`src/mmu_settings.svh`:
```
// ------------------------------
// mmu settings
// address widths, TLB sizes and ASID width of the Sv39 MMU
// ------------------------------
`ifndef MMU_SETTINGS_SVH
`define MMU_SETTINGS_SVH

// Sv39 virtual address
`define MMU_VLEN 39
// physical address and page number
`define MMU_PLEN 56
`define MMU_PPNW 44
// three 9-bit vpn levels
`define MMU_VPNW 27

// address space identifier
`define MMU_ASIDW 4

// fully associative TLB sizes
`define MMU_ITLB_ENTRIES 4
`define MMU_DTLB_ENTRIES 4

// trap value width
`define MMU_XLEN 64

`endif
```
`src/mmu_pkg.sv`:
```
// ------------------------------
// mmu package
// PTE, refill, flush, trap and request/response types of the MMU,
// the trap cause codes and the physical address helper
// ------------------------------
`include "mmu_settings.svh"

package mmu_pkg;

  typedef enum logic [1:0] {
    PRIV_U = 2'b00,
    PRIV_S = 2'b01
  } priv_lvl_e;

  // leaf page-table entry as kept in the TLB
  typedef struct packed {
    logic [`MMU_PPNW-1:0] ppn;
    logic                 d;
    logic                 a;
    logic                 u;
    logic                 x;
    logic                 w;
    logic                 r;
    logic                 v;
  } pte_t;

  // refill from the external walker
  typedef struct packed {
    logic                  valid;
    logic                  is_2m;
    logic                  is_1g;
    logic [`MMU_VPNW-1:0]  vpn;
    logic [`MMU_ASIDW-1:0] asid;
    pte_t                  pte;
  } tlb_update_t;

  // flush all entries or only one address space
  typedef struct packed {
    logic                  valid;
    logic                  by_asid;
    logic [`MMU_ASIDW-1:0] asid;
  } tlb_flush_t;

  typedef struct packed {
    logic [5:0]           cause;
    logic [`MMU_XLEN-1:0] tval;
    logic                 valid;
  } exception_t;

  // fetch vaddr is full xlen so the canonical check can see the upper bits
  typedef struct packed {
    logic                 req;
    logic [`MMU_XLEN-1:0] vaddr;
  } fetch_req_t;

  typedef struct packed {
    logic                 valid;
    logic [`MMU_PLEN-1:0] paddr;
    exception_t           ex;
  } fetch_rsp_t;

  typedef struct packed {
    logic                 req;
    logic [`MMU_VLEN-1:0] vaddr;
    logic                 is_store;
  } lsu_req_t;

  typedef struct packed {
    logic                 valid;
    logic [`MMU_PLEN-1:0] paddr;
    exception_t           ex;
  } lsu_rsp_t;

  // trap causes
  localparam logic [5:0] CAUSE_INSTR_ACCESS = 6'd1;
  localparam logic [5:0] CAUSE_INSTR_PAGE   = 6'd12;
  localparam logic [5:0] CAUSE_LOAD_PAGE    = 6'd13;
  localparam logic [5:0] CAUSE_STORE_PAGE   = 6'd15;

  // ppn plus page offset, superpages take the low vpn bits from the vaddr
  function automatic logic [`MMU_PLEN-1:0] pte_paddr(
    logic [`MMU_PPNW-1:0] ppn,
    logic [29:0]          voff,
    logic                 is_2m,
    logic                 is_1g
  );
    logic [`MMU_PLEN-1:0] pa;
    pa = {ppn, voff[11:0]};
    if (is_2m) begin
      pa[20:12] = voff[20:12];
    end
    if (is_1g) begin
      pa[29:12] = voff[29:12];
    end
    return pa;
  endfunction

endpackage

```
`src/mmu_top.sv`:
```
// ------------------------------
// mmu top
// Sv39 MMU with one ITLB and one DTLB feeding the fetch and
// load/store translation paths
// ------------------------------
`timescale 1ns/10ps
`include "mmu_settings.svh"

module mmu_top (
  input  logic                  clk_i,
  input  logic                  rst_ni,
  input  mmu_pkg::fetch_req_t   fetch_req_i,
  input  mmu_pkg::lsu_req_t     lsu_req_i,
  input  mmu_pkg::priv_lvl_e    priv_lvl_i,
  input  mmu_pkg::priv_lvl_e    lsu_priv_lvl_i,
  input  logic                  sum_i,
  input  logic [`MMU_ASIDW-1:0] asid_i,
  input  logic                  en_fetch_xlate_i,
  input  logic                  en_lsu_xlate_i,
  input  mmu_pkg::tlb_flush_t   flush_i,
  input  mmu_pkg::tlb_update_t  itlb_update_i,
  input  mmu_pkg::tlb_update_t  dtlb_update_i,
  output mmu_pkg::fetch_rsp_t   fetch_rsp_o,
  output mmu_pkg::lsu_rsp_t     lsu_rsp_o,
  output logic                  lsu_dtlb_hit_o,
  output logic                  itlb_miss_o,
  output logic                  dtlb_miss_o
);

  // instruction side TLB result
  logic          itlb_hit;
  mmu_pkg::pte_t itlb_pte;
  logic          itlb_is_2m;
  logic          itlb_is_1g;

  // data side TLB result
  logic          dtlb_hit;
  mmu_pkg::pte_t dtlb_pte;
  logic          dtlb_is_2m;
  logic          dtlb_is_1g;

  mmu_tlb #(
    .ENTRIES (`MMU_ITLB_ENTRIES)
  ) i_itlb (
    .clk_i       (clk_i),
    .rst_ni      (rst_ni),
    .flush_i     (flush_i),
    .update_i    (itlb_update_i),
    .lu_access_i (fetch_req_i.req),
    .lu_asid_i   (asid_i),
    .lu_vaddr_i  (fetch_req_i.vaddr[`MMU_VLEN-1:0]),
    .lu_hit_o    (itlb_hit),
    .lu_pte_o    (itlb_pte),
    .lu_is_2m_o  (itlb_is_2m),
    .lu_is_1g_o  (itlb_is_1g)
  );

  mmu_tlb #(
    .ENTRIES (`MMU_DTLB_ENTRIES)
  ) i_dtlb (
    .clk_i       (clk_i),
    .rst_ni      (rst_ni),
    .flush_i     (flush_i),
    .update_i    (dtlb_update_i),
    .lu_access_i (lsu_req_i.req),
    .lu_asid_i   (asid_i),
    .lu_vaddr_i  (lsu_req_i.vaddr),
    .lu_hit_o    (dtlb_hit),
    .lu_pte_o    (dtlb_pte),
    .lu_is_2m_o  (dtlb_is_2m),
    .lu_is_1g_o  (dtlb_is_1g)
  );

  mmu_fetch_xlate i_fetch (
    .fetch_req_i (fetch_req_i),
    .en_xlate_i  (en_fetch_xlate_i),
    .priv_lvl_i  (priv_lvl_i),
    .tlb_hit_i   (itlb_hit),
    .tlb_pte_i   (itlb_pte),
    .tlb_is_2m_i (itlb_is_2m),
    .tlb_is_1g_i (itlb_is_1g),
    .fetch_rsp_o (fetch_rsp_o),
    .itlb_miss_o (itlb_miss_o)
  );

  mmu_data_xlate i_data (
    .clk_i       (clk_i),
    .rst_ni      (rst_ni),
    .lsu_req_i   (lsu_req_i),
    .en_xlate_i  (en_lsu_xlate_i),
    .priv_lvl_i  (lsu_priv_lvl_i),
    .sum_i       (sum_i),
    .tlb_hit_i   (dtlb_hit),
    .tlb_pte_i   (dtlb_pte),
    .tlb_is_2m_i (dtlb_is_2m),
    .tlb_is_1g_i (dtlb_is_1g),
    .dtlb_hit_o  (lsu_dtlb_hit_o),
    .lsu_rsp_o   (lsu_rsp_o),
    .dtlb_miss_o (dtlb_miss_o)
  );

endmodule

```
`src/mmu_data_xlate.sv`:
```
// ------------------------------
// load/store translation
// hit in the request cycle, paddr and page faults one cycle later
// ------------------------------
`timescale 1ns/10ps
`include "mmu_settings.svh"

module mmu_data_xlate (
  input  logic               clk_i,
  input  logic               rst_ni,
  input  mmu_pkg::lsu_req_t  lsu_req_i,
  input  logic               en_xlate_i,
  input  mmu_pkg::priv_lvl_e priv_lvl_i,
  input  logic               sum_i,
  input  logic               tlb_hit_i,
  input  mmu_pkg::pte_t      tlb_pte_i,
  input  logic               tlb_is_2m_i,
  input  logic               tlb_is_1g_i,
  output logic               dtlb_hit_o,
  output mmu_pkg::lsu_rsp_t  lsu_rsp_o,
  output logic               dtlb_miss_o
);

  // request payload captured with the TLB result
  typedef struct packed {
    logic [`MMU_VLEN-1:0] vaddr;
    logic                 is_store;
    mmu_pkg::pte_t        pte;
    logic                 is_2m;
    logic                 is_1g;
  } stage_t;

  stage_t               stage_q;
  logic                 req_q;
  logic                 hit_q;
  logic                 access_err;
  logic [`MMU_XLEN-1:0] tval;

  // ------------------------------
  // cycle 0
  // ------------------------------
  // always a hit in bare mode
  assign dtlb_hit_o = en_xlate_i ? tlb_hit_i : 1'b1;

  always_ff @(posedge clk_i or negedge rst_ni) begin
    if (!rst_ni) begin
      req_q <= 1'b0;
      hit_q <= 1'b0;
    end else begin
      req_q <= lsu_req_i.req;
      hit_q <= tlb_hit_i;
    end
  end

  always_ff @(posedge clk_i) begin
    stage_q <= {lsu_req_i.vaddr, lsu_req_i.is_store, tlb_pte_i, tlb_is_2m_i, tlb_is_1g_i};
  end

  // ------------------------------
  // cycle 1
  // ------------------------------
  // S mode needs sum for user pages, U mode needs the u bit
  assign access_err = ((priv_lvl_i == mmu_pkg::PRIV_S) && !sum_i && stage_q.pte.u) ||
                      ((priv_lvl_i == mmu_pkg::PRIV_U) && !stage_q.pte.u);

  // trap value is the sign-extended vaddr
  assign tval = {{(`MMU_XLEN - `MMU_VLEN){stage_q.vaddr[`MMU_VLEN-1]}}, stage_q.vaddr};

  always_comb begin
    lsu_rsp_o       = '0;
    lsu_rsp_o.valid = req_q;
    lsu_rsp_o.paddr = {{(`MMU_PLEN - `MMU_VLEN){1'b0}}, stage_q.vaddr};
    dtlb_miss_o     = 1'b0;

    if (en_xlate_i) begin
      lsu_rsp_o.valid = req_q && hit_q;
      lsu_rsp_o.paddr = mmu_pkg::pte_paddr(stage_q.pte.ppn, stage_q.vaddr[29:0],
                                           stage_q.is_2m, stage_q.is_1g);
      dtlb_miss_o     = req_q && !hit_q;
      if (req_q && hit_q) begin
        if (stage_q.is_store) begin
          // store also needs a writable, dirty page
          if (!stage_q.pte.w || !stage_q.pte.d || access_err) begin
            lsu_rsp_o.ex.cause = mmu_pkg::CAUSE_STORE_PAGE;
            lsu_rsp_o.ex.tval  = tval;
            lsu_rsp_o.ex.valid = 1'b1;
          end
        end else if (access_err) begin
          lsu_rsp_o.ex.cause = mmu_pkg::CAUSE_LOAD_PAGE;
          lsu_rsp_o.ex.tval  = tval;
          lsu_rsp_o.ex.valid = 1'b1;
        end
      end
    end
  end

endmodule

```
`src/mmu_fetch_xlate.sv`:
```
// ------------------------------
// fetch translation
// same-cycle instruction address translation with canonical
// check and U/S page fault
// ------------------------------
`timescale 1ns/10ps
`include "mmu_settings.svh"

module mmu_fetch_xlate (
  input  mmu_pkg::fetch_req_t fetch_req_i,
  input  logic                en_xlate_i,
  input  mmu_pkg::priv_lvl_e  priv_lvl_i,
  input  logic                tlb_hit_i,
  input  mmu_pkg::pte_t       tlb_pte_i,
  input  logic                tlb_is_2m_i,
  input  logic                tlb_is_1g_i,
  output mmu_pkg::fetch_rsp_t fetch_rsp_o,
  output logic                itlb_miss_o
);

  logic canonical;
  logic u_err;

  // Sv39 needs bits 63..38 to be a sign extension of bit 38
  assign canonical = (&fetch_req_i.vaddr[`MMU_XLEN-1:`MMU_VLEN-1]) ||
                     !(|fetch_req_i.vaddr[`MMU_XLEN-1:`MMU_VLEN-1]);

  // user page from S mode or supervisor page from U mode
  assign u_err = ((priv_lvl_i == mmu_pkg::PRIV_U) && !tlb_pte_i.u) ||
                 ((priv_lvl_i == mmu_pkg::PRIV_S) && tlb_pte_i.u);

  always_comb begin
    // bare mode passes the address through
    fetch_rsp_o       = '0;
    fetch_rsp_o.valid = fetch_req_i.req;
    fetch_rsp_o.paddr = fetch_req_i.vaddr[`MMU_PLEN-1:0];
    itlb_miss_o       = 1'b0;

    if (en_xlate_i) begin
      fetch_rsp_o.valid = 1'b0;
      fetch_rsp_o.paddr = mmu_pkg::pte_paddr(tlb_pte_i.ppn, fetch_req_i.vaddr[29:0],
                                             tlb_is_2m_i, tlb_is_1g_i);
      // canonical fault has priority over the TLB result
      if (fetch_req_i.req && !canonical) begin
        fetch_rsp_o.valid    = 1'b1;
        fetch_rsp_o.ex.cause = mmu_pkg::CAUSE_INSTR_ACCESS;
        fetch_rsp_o.ex.tval  = fetch_req_i.vaddr;
        fetch_rsp_o.ex.valid = 1'b1;
      end else if (tlb_hit_i) begin
        fetch_rsp_o.valid = fetch_req_i.req;
        if (u_err) begin
          fetch_rsp_o.ex.cause = mmu_pkg::CAUSE_INSTR_PAGE;
          fetch_rsp_o.ex.tval  = fetch_req_i.vaddr;
          fetch_rsp_o.ex.valid = fetch_req_i.req;
        end
      end else begin
        // miss, the walker refills through the update port
        itlb_miss_o = fetch_req_i.req;
      end
    end
  end

endmodule

```
`src/mmu_tlb.sv`:
```
// ------------------------------
// mmu tlb
// fully associative TLB with 4K/2M/1G matching, full or per-ASID
// flush and round-robin refill into a full array
// ------------------------------
`timescale 1ns/10ps
`include "mmu_settings.svh"

module mmu_tlb #(
  parameter int unsigned ENTRIES = 4
) (
  input  logic                  clk_i,
  input  logic                  rst_ni,
  input  mmu_pkg::tlb_flush_t   flush_i,
  input  mmu_pkg::tlb_update_t  update_i,
  input  logic                  lu_access_i,
  input  logic [`MMU_ASIDW-1:0] lu_asid_i,
  input  logic [`MMU_VLEN-1:0]  lu_vaddr_i,
  output logic                  lu_hit_o,
  output mmu_pkg::pte_t         lu_pte_o,
  output logic                  lu_is_2m_o,
  output logic                  lu_is_1g_o
);

  localparam int unsigned IDXW = (ENTRIES > 1) ? $clog2(ENTRIES) : 1;

  // per-entry tag
  typedef struct packed {
    logic [`MMU_VPNW-1:0]  vpn;
    logic [`MMU_ASIDW-1:0] asid;
    logic                  is_2m;
    logic                  is_1g;
  } tag_t;

  tag_t               tag_q [ENTRIES];
  mmu_pkg::pte_t      pte_q [ENTRIES];
  logic [ENTRIES-1:0] valid_q, valid_d, valid_flushed, hit;
  logic [IDXW-1:0]    rr_q, rr_d, victim;
  logic [`MMU_VPNW-1:0] lu_vpn;
  logic               full;

  assign lu_vpn = lu_vaddr_i[`MMU_VLEN-1:12];

  // ------------------------------
  // lookup
  // ------------------------------
  // vpn[17:0] ignored for 1G, vpn[8:0] ignored for 2M
  always_comb begin
    for (int i = 0; i < ENTRIES; i++) begin
      hit[i] = valid_q[i] && (tag_q[i].asid == lu_asid_i) &&
               (tag_q[i].vpn[26:18] == lu_vpn[26:18]) &&
               (tag_q[i].is_1g || ((tag_q[i].vpn[17:9] == lu_vpn[17:9]) &&
               (tag_q[i].is_2m || (tag_q[i].vpn[8:0] == lu_vpn[8:0]))));
    end
  end

  always_comb begin
    lu_hit_o   = 1'b0;
    lu_pte_o   = '0;
    lu_is_2m_o = 1'b0;
    lu_is_1g_o = 1'b0;
    for (int i = 0; i < ENTRIES; i++) begin
      if (hit[i]) begin
        lu_hit_o   = lu_access_i;
        lu_pte_o   = pte_q[i];
        lu_is_2m_o = tag_q[i].is_2m;
        lu_is_1g_o = tag_q[i].is_1g;
      end
    end
  end

  // ------------------------------
  // flush and refill
  // ------------------------------
  always_comb begin
    // flush acts first, a refill in the same cycle survives it
    valid_flushed = valid_q;
    if (flush_i.valid) begin
      for (int i = 0; i < ENTRIES; i++) begin
        if (!flush_i.by_asid || (tag_q[i].asid == flush_i.asid)) begin
          valid_flushed[i] = 1'b0;
        end
      end
    end
    full = &valid_flushed;
    // lowest free slot, else the round-robin slot
    victim = rr_q;
    for (int i = ENTRIES - 1; i >= 0; i--) begin
      if (!valid_flushed[i]) begin
        victim = IDXW'(i);
      end
    end
    valid_d = valid_flushed;
    rr_d    = rr_q;
    if (update_i.valid) begin
      valid_d[victim] = 1'b1;
      if (full) begin
        rr_d = (rr_q == IDXW'(ENTRIES - 1)) ? '0 : rr_q + 1'b1;
      end
    end
  end

  always_ff @(posedge clk_i or negedge rst_ni) begin
    if (!rst_ni) begin
      valid_q <= '0;
      rr_q    <= '0;
    end else begin
      valid_q <= valid_d;
      rr_q    <= rr_d;
    end
  end

  // tag and pte arrays
  always_ff @(posedge clk_i) begin
    if (update_i.valid) begin
      tag_q[victim] <= {update_i.vpn, update_i.asid, update_i.is_2m, update_i.is_1g};
      pte_q[victim] <= update_i.pte;
    end
  end

endmodule

```
`config.mk`:
```
export PLATFORM = sky130hd
export DESIGN_NAME = mmu_top
export DESIGN_NICKNAME = d
export VERILOG_FILES = /design/src/mmu_pkg.sv /design/src/mmu_top.sv /design/src/mmu_data_xlate.sv /design/src/mmu_fetch_xlate.sv /design/src/mmu_tlb.sv
export VERILOG_INCLUDE_DIRS = /design/src
export SDC_FILE = /design/constraint.sdc
export NUM_CORES = 1
export LEC_CHECK = 0
export BUFFER_PORTS_ARGS = -buffer_cell sky130_fd_sc_hd__buf_2
export CORE_ASPECT_RATIO = 1.4
export CORE_MARGIN = 8
export CORE_UTILIZATION = 52
export CTS_BUF_LIST = sky130_fd_sc_hd__clkbuf_8
export CTS_CLUSTER_SIZE = 8
export DETAILED_ROUTE_END_ITERATION = 16
export GPL_ROUTABILITY_DRIVEN = 0
export PLACE_DENSITY = 0.78
export SETUP_SLACK_MARGIN = 0.3
export SYNTH_ARGS = -nofsm -noshare
export SYNTH_HDL_FRONTEND = slang
export SYNTH_SLANG_ARGS = --single-unit
```
`constraint.sdc`:
```
create_clock -name clk_i -period 6.8 [get_ports clk_i]
set_input_delay 1.36 -clock clk_i [delete_from_list [all_inputs] [get_ports clk_i]]
set_output_delay 1.36 -clock clk_i [all_outputs]
set_load 0.05 [all_outputs]
```
==> impl_metrics.csv <==
group,metric,value,unit
run_status,status,"completed",
setup_path,crit_type,"input port to output pin",
timing,period_minus_slack,6.29,ns
floorplan,start_util,0.525,
yosys,synth.distinct_cells,61,
timing,fmax,159,MHz
yosys,synth-simple-area-share,0.0825,
floorplan,dieWidth,220,um
pwr,comb_power_share,0.094,
yosys,ys.flop_type,"edfxtp_1",
pwr,p_switching,2340,uW
detailed_routing,routed_wirelength,80500,um
setup_path,cp_data_required_time,5.44,ns
floorplan,die_y,301,um
timing,rsz0062_at_grt,"no",
setup_path,crit_buf_inv,3,
layout,instances_no_fill,3380,
yosys,synth_top_area_frac,0.628,
detailed_routing,post-route-drc-count,0,
global_route,grt_first_pass_wirelength,118000,um
floorplan,die_area,66200,sq um
floorplan,ios,554,
pwr,intPower,7070,uW
placed_design,io_buffers,538,
setup_path,critical_path.endpoint_type,"output pin",
timing,hold_viol_final,0,
global_route,grt_max_degree,96,
setup_path,ff2ff_path_depth,8,
global_route,grt_use_total,0.236,
clock_tree,cts_tree,"done",
pwr,p_clk_frac,0.345,
placed_design,dp_hpwl,57200,um
clock_tree,post_cts_buffers,0,
detailed_routing,drtPass1Iterations,6,
clock_tree,root_buffer,"clkbuf_8",
floorplan,core,57500,sq um
setup_path,crit_family,"simple AND/OR/NAND/NOR gates",
setup_path,reg2reg_to,"i_dtlb.pte_q[1][25]",
timing,clock-skew-final,0.0430,ns
yosys,avgSynthCellArea,14.8,sq um
clock_tree,cts_max_level,3,
run,maxCapViolations,0,
detailed_routing,viasPerCell,5.69,
min_path,min_path_type,"register to register",
layout,drive_above_1_share,0.295,
timing,worstMarginPinSlew,1.00,ns
timing,slew_violations,0,
yosys,synthXorXnorAreaFrac,0.0815,
setup_path,crit_path_max_incr_delay,0.65,ns
setup_path,crit_cells,11,
detailed_routing,wl_per_cell,23.8,um
pwr,switching_share,0.248,
yosys,ys_ff_latch,735,
detailed_routing,drt_iter0_drc,1568,
clock_tree,cts_buffer_depth,3,
pwr,leakage,0.0130,uW
yosys,synth_top_family_by_area,"simple AND/OR/NAND/NOR gates",
yosys,syn_area,30200,sq um
global_route,grt_pass1_vias,20300,
yosys,synth-seq-area-share,0.699,
clock_tree,cts_sinks,735,
detailed_routing,antenna_left,0,
layout,n_fill_cell,4200,
timing,final-setup-viol-count,0,
setup_path,cp.arrival,4.93,ns
clock_tree,cts_buffers,109,
global_route,antenna_found_initial,29,
layout,multi_input_area,8260,sq um
setup_path,worstReg2RegStart,"i_dtlb.tag_q[3][5]",
yosys,synth_largest_area_cell,"edfxtp_1",
timing,timing.final.crit_share,0.924,
yosys,yosysWarningCount,0,
setup_path,reg2reg_slack,3.16,ns
detailed_routing,dr_total_vias,19200,
timing,slew_headroom,0.330,
timing,setup_tns,0,ns
setup_path,slowest_stage,"nor4_1",
clock_tree,clk_latency,0.71,ns
min_path,holdPathEnd,"i_data.stage_q[8]",
yosys,synth_compound_area_frac,0.0698,
layout,syn_to_final_growth,17.1,%
pwr,seqPwrFrac,0.561,
floorplan,rows,104,
layout,nNetsFinal,2840,
yosys,synth_edf_count,632,
clock_tree,cts-resized-gates,0,
yosys,synthMuxAreaShare,0.0335,
clock_tree,hold_buffers,0,
global_route,gr-total-overflow,0,
setup_path,cp-start-kind,"input port",
pwr,p_per_area,266,nW/um^2
placed_design,placedCellCount,3174,
layout,register_area,21100,sq um
yosys,synthCells,2038,
clock_tree,clk_pin_slew,0.06,ns
min_path,min_from,"i_dtlb.pte_q[3][6]",
min_path,whs_path_depth,2,
setup_path,worstPathCellList,"buf_2 > xor2_1 > nor4_1 > a311oi_1 > nor3b_1 > o2111ai_1 > a41oi_1 > a311oi_4 > buf_4 > nor3b_1 > buf_2",
setup_path,cp_max_fo,65,
pwr,vdd_drop_max,0.221,mV
yosys,synthArstFlopShare,0.0190,
yosys,netlist_top_cells_area,"edfxtp_1, dfxtp_1, xor2_1",
yosys,yosys.area_share.adder,0.000828,
## power groups by stage
stage               Clock (uW)  Sequential [uW]  Combinational (uW)
CTS                       3320             5280                 889
detailed placement           0             5370                 885
finish                    3250             5280                 886
global placement             0             5350                 869
floorplan                    0             5360                 547
global route              3500             5290                 940
## cells in the final DEF (no fill, tap or decap), types with 4 or more instances in the layout
| master | Yosys | final |
|---|---|---|
| o31ai_1 | 18 | 18 |
| dfxtp_1 | 89 | 89 |
| conb_1 | 1 | 5 |
| nand2_1 | 127 | 127 |
| mux2_2 | 48 | 48 |
| diode_2 | 0 | 16 |
| xor2_1 | 152 | 152 |
| nor4_1 | 37 | 37 |
| buf_12 | 0 | 7 |
| clkinv_1 | 0 | 6 |
| and2_1 | 63 | 62 |
| buf_2 | 29 | 538 |
| or2_2 | 5 | 5 |
| o41ai_1 | 9 | 9 |
| nor3_1 | 19 | 17 |
| nor3b_1 | 66 | 66 |
| dfrtp_1 | 14 | 14 |
| a41o_1 | 4 | 4 |
| nor2b_1 | 4 | 4 |
| nand4_1 | 49 | 49 |
| o21a_1 | 30 | 27 |
| o311ai_0 | 26 | 26 |
| o21ai_0 | 53 | 53 |
| o2111ai_1 | 4 | 4 |
| mux2i_1 | 47 | 47 |
| nand3_1 | 8 | 8 |
| xnor2_1 | 129 | 129 |
| a21boi_0 | 6 | 6 |
| a22o_1 | 48 | 48 |
| a221oi_1 | 44 | 44 |
| clkbuf_8 | 0 | 114 |
| a41oi_1 | 5 | 5 |
| buf_4 | 62 | 27 |
| nor2_1 | 68 | 65 |
| inv_1 | 7 | 65 |
| edfxtp_1 | 632 | 632 |
| o211ai_1 | 6 | 6 |
## synthesized netlist by cell type (6+ instances only)
| library cell | count |
|---|---|
| dfxtp_1 | 89 |
| and2_1 | 63 |
| o31ai_1 | 18 |
| clkbuf_1 | 79 |
| inv_1 | 7 |
| nor3b_1 | 66 |
| o41ai_1 | 9 |
| a22o_1 | 48 |
| o311ai_0 | 26 |
| a21boi_0 | 6 |
| nor4_1 | 37 |
| mux2_2 | 48 |
| o211ai_1 | 6 |
| nor3_1 | 19 |
| dfrtp_1 | 14 |
| mux2i_1 | 47 |
| nand2_1 | 127 |
| xor2_1 | 152 |
| o21ai_0 | 53 |
| xnor2_1 | 129 |
| nor2_1 | 68 |
| buf_2 | 29 |
| o21a_1 | 30 |
| buf_4 | 62 |
| a221oi_1 | 44 |
| nand3_1 | 8 |
| edfxtp_1 | 632 |
| nand4_1 | 49 |
| buf_1 | 9 |
## routing by layer
layer,part of all wire,track usage
met1,0.35,0.260
met2,0.51,0.413
met3,0.093,0.0608
met4,0.044,0.122
met5,0.0015,0
## layout make-up
type,count,area share
Sequential cell,735,0.597
Multi-Input combinational cell,1118,0.234
Timing Repair Buffer,572,0.0858
Clock buffer,114,0.0443
Tap cell,742,0.0262
Clock inverter,76,0.0117
Antenna cell,16,0.00113
Inverter,7,0.000743
## cells by family after synthesis
group	count (synthesis)
XOR/XNOR	281
AO/OA/AOI/OAI	272
buffers and inverters	189
adder cells (fa/ha/maj)	2
flip-flops	735
AND/OR/NAND/NOR	463
multiplexers	95
other	1
## sequential cells by signal (all words and copies together), names as in the netlist, 2 cells and up
| register | flops |
|---|---|
| i_data.stage_q | 89 |
| i_dtlb.pte_q | 188 |
| i_dtlb.rr_q | 2 |
| i_dtlb.tag_q | 132 |
| i_dtlb.valid_q | 4 |
| i_itlb.pte_q | 180 |
| i_itlb.rr_q | 2 |
| i_itlb.tag_q | 132 |
| i_itlb.valid_q | 4 |
## tightest hold or removal path, stage by stage (launching register included)
cell      delay, ns
edfxtp_1       0.32
nand2_1        0.04
o21ai_0        0.05
## worst max path at each step
stage / from / to / slack, ns
floorplan: flush_i[0] / i_dtlb.pte_q[2][10] / 0.27
global placement: fetch_req_i[37] / fetch_rsp_o[84] / 0.77
detailed placement: fetch_req_i[18] / fetch_rsp_o[33] / 0.58
CTS: fetch_req_i[18] / fetch_rsp_o[33] / 0.56
global route: fetch_req_i[18] / fetch_rsp_o[50] / 0.33
finish: fetch_req_i[18] / fetch_rsp_o[25] / 0.51
## through the flow
stage                     total power, uW  cell area [sq um]  hold slack (ns)  setup slack (ns)  utilization
final                                9410              35400            0.431             0.515        0.615
after global routing                 9730              35400            0.462             0.325        0.615
after CTS                            9480              35300            0.445             0.559        0.615
after detailed placement             6260              33400            0.430             0.582        0.580
after global placement               6220              33400            0.424             0.770        0.580
after floorplan                      5910              30300            0.418             0.274            -
(Power assumes the default switching activity.)
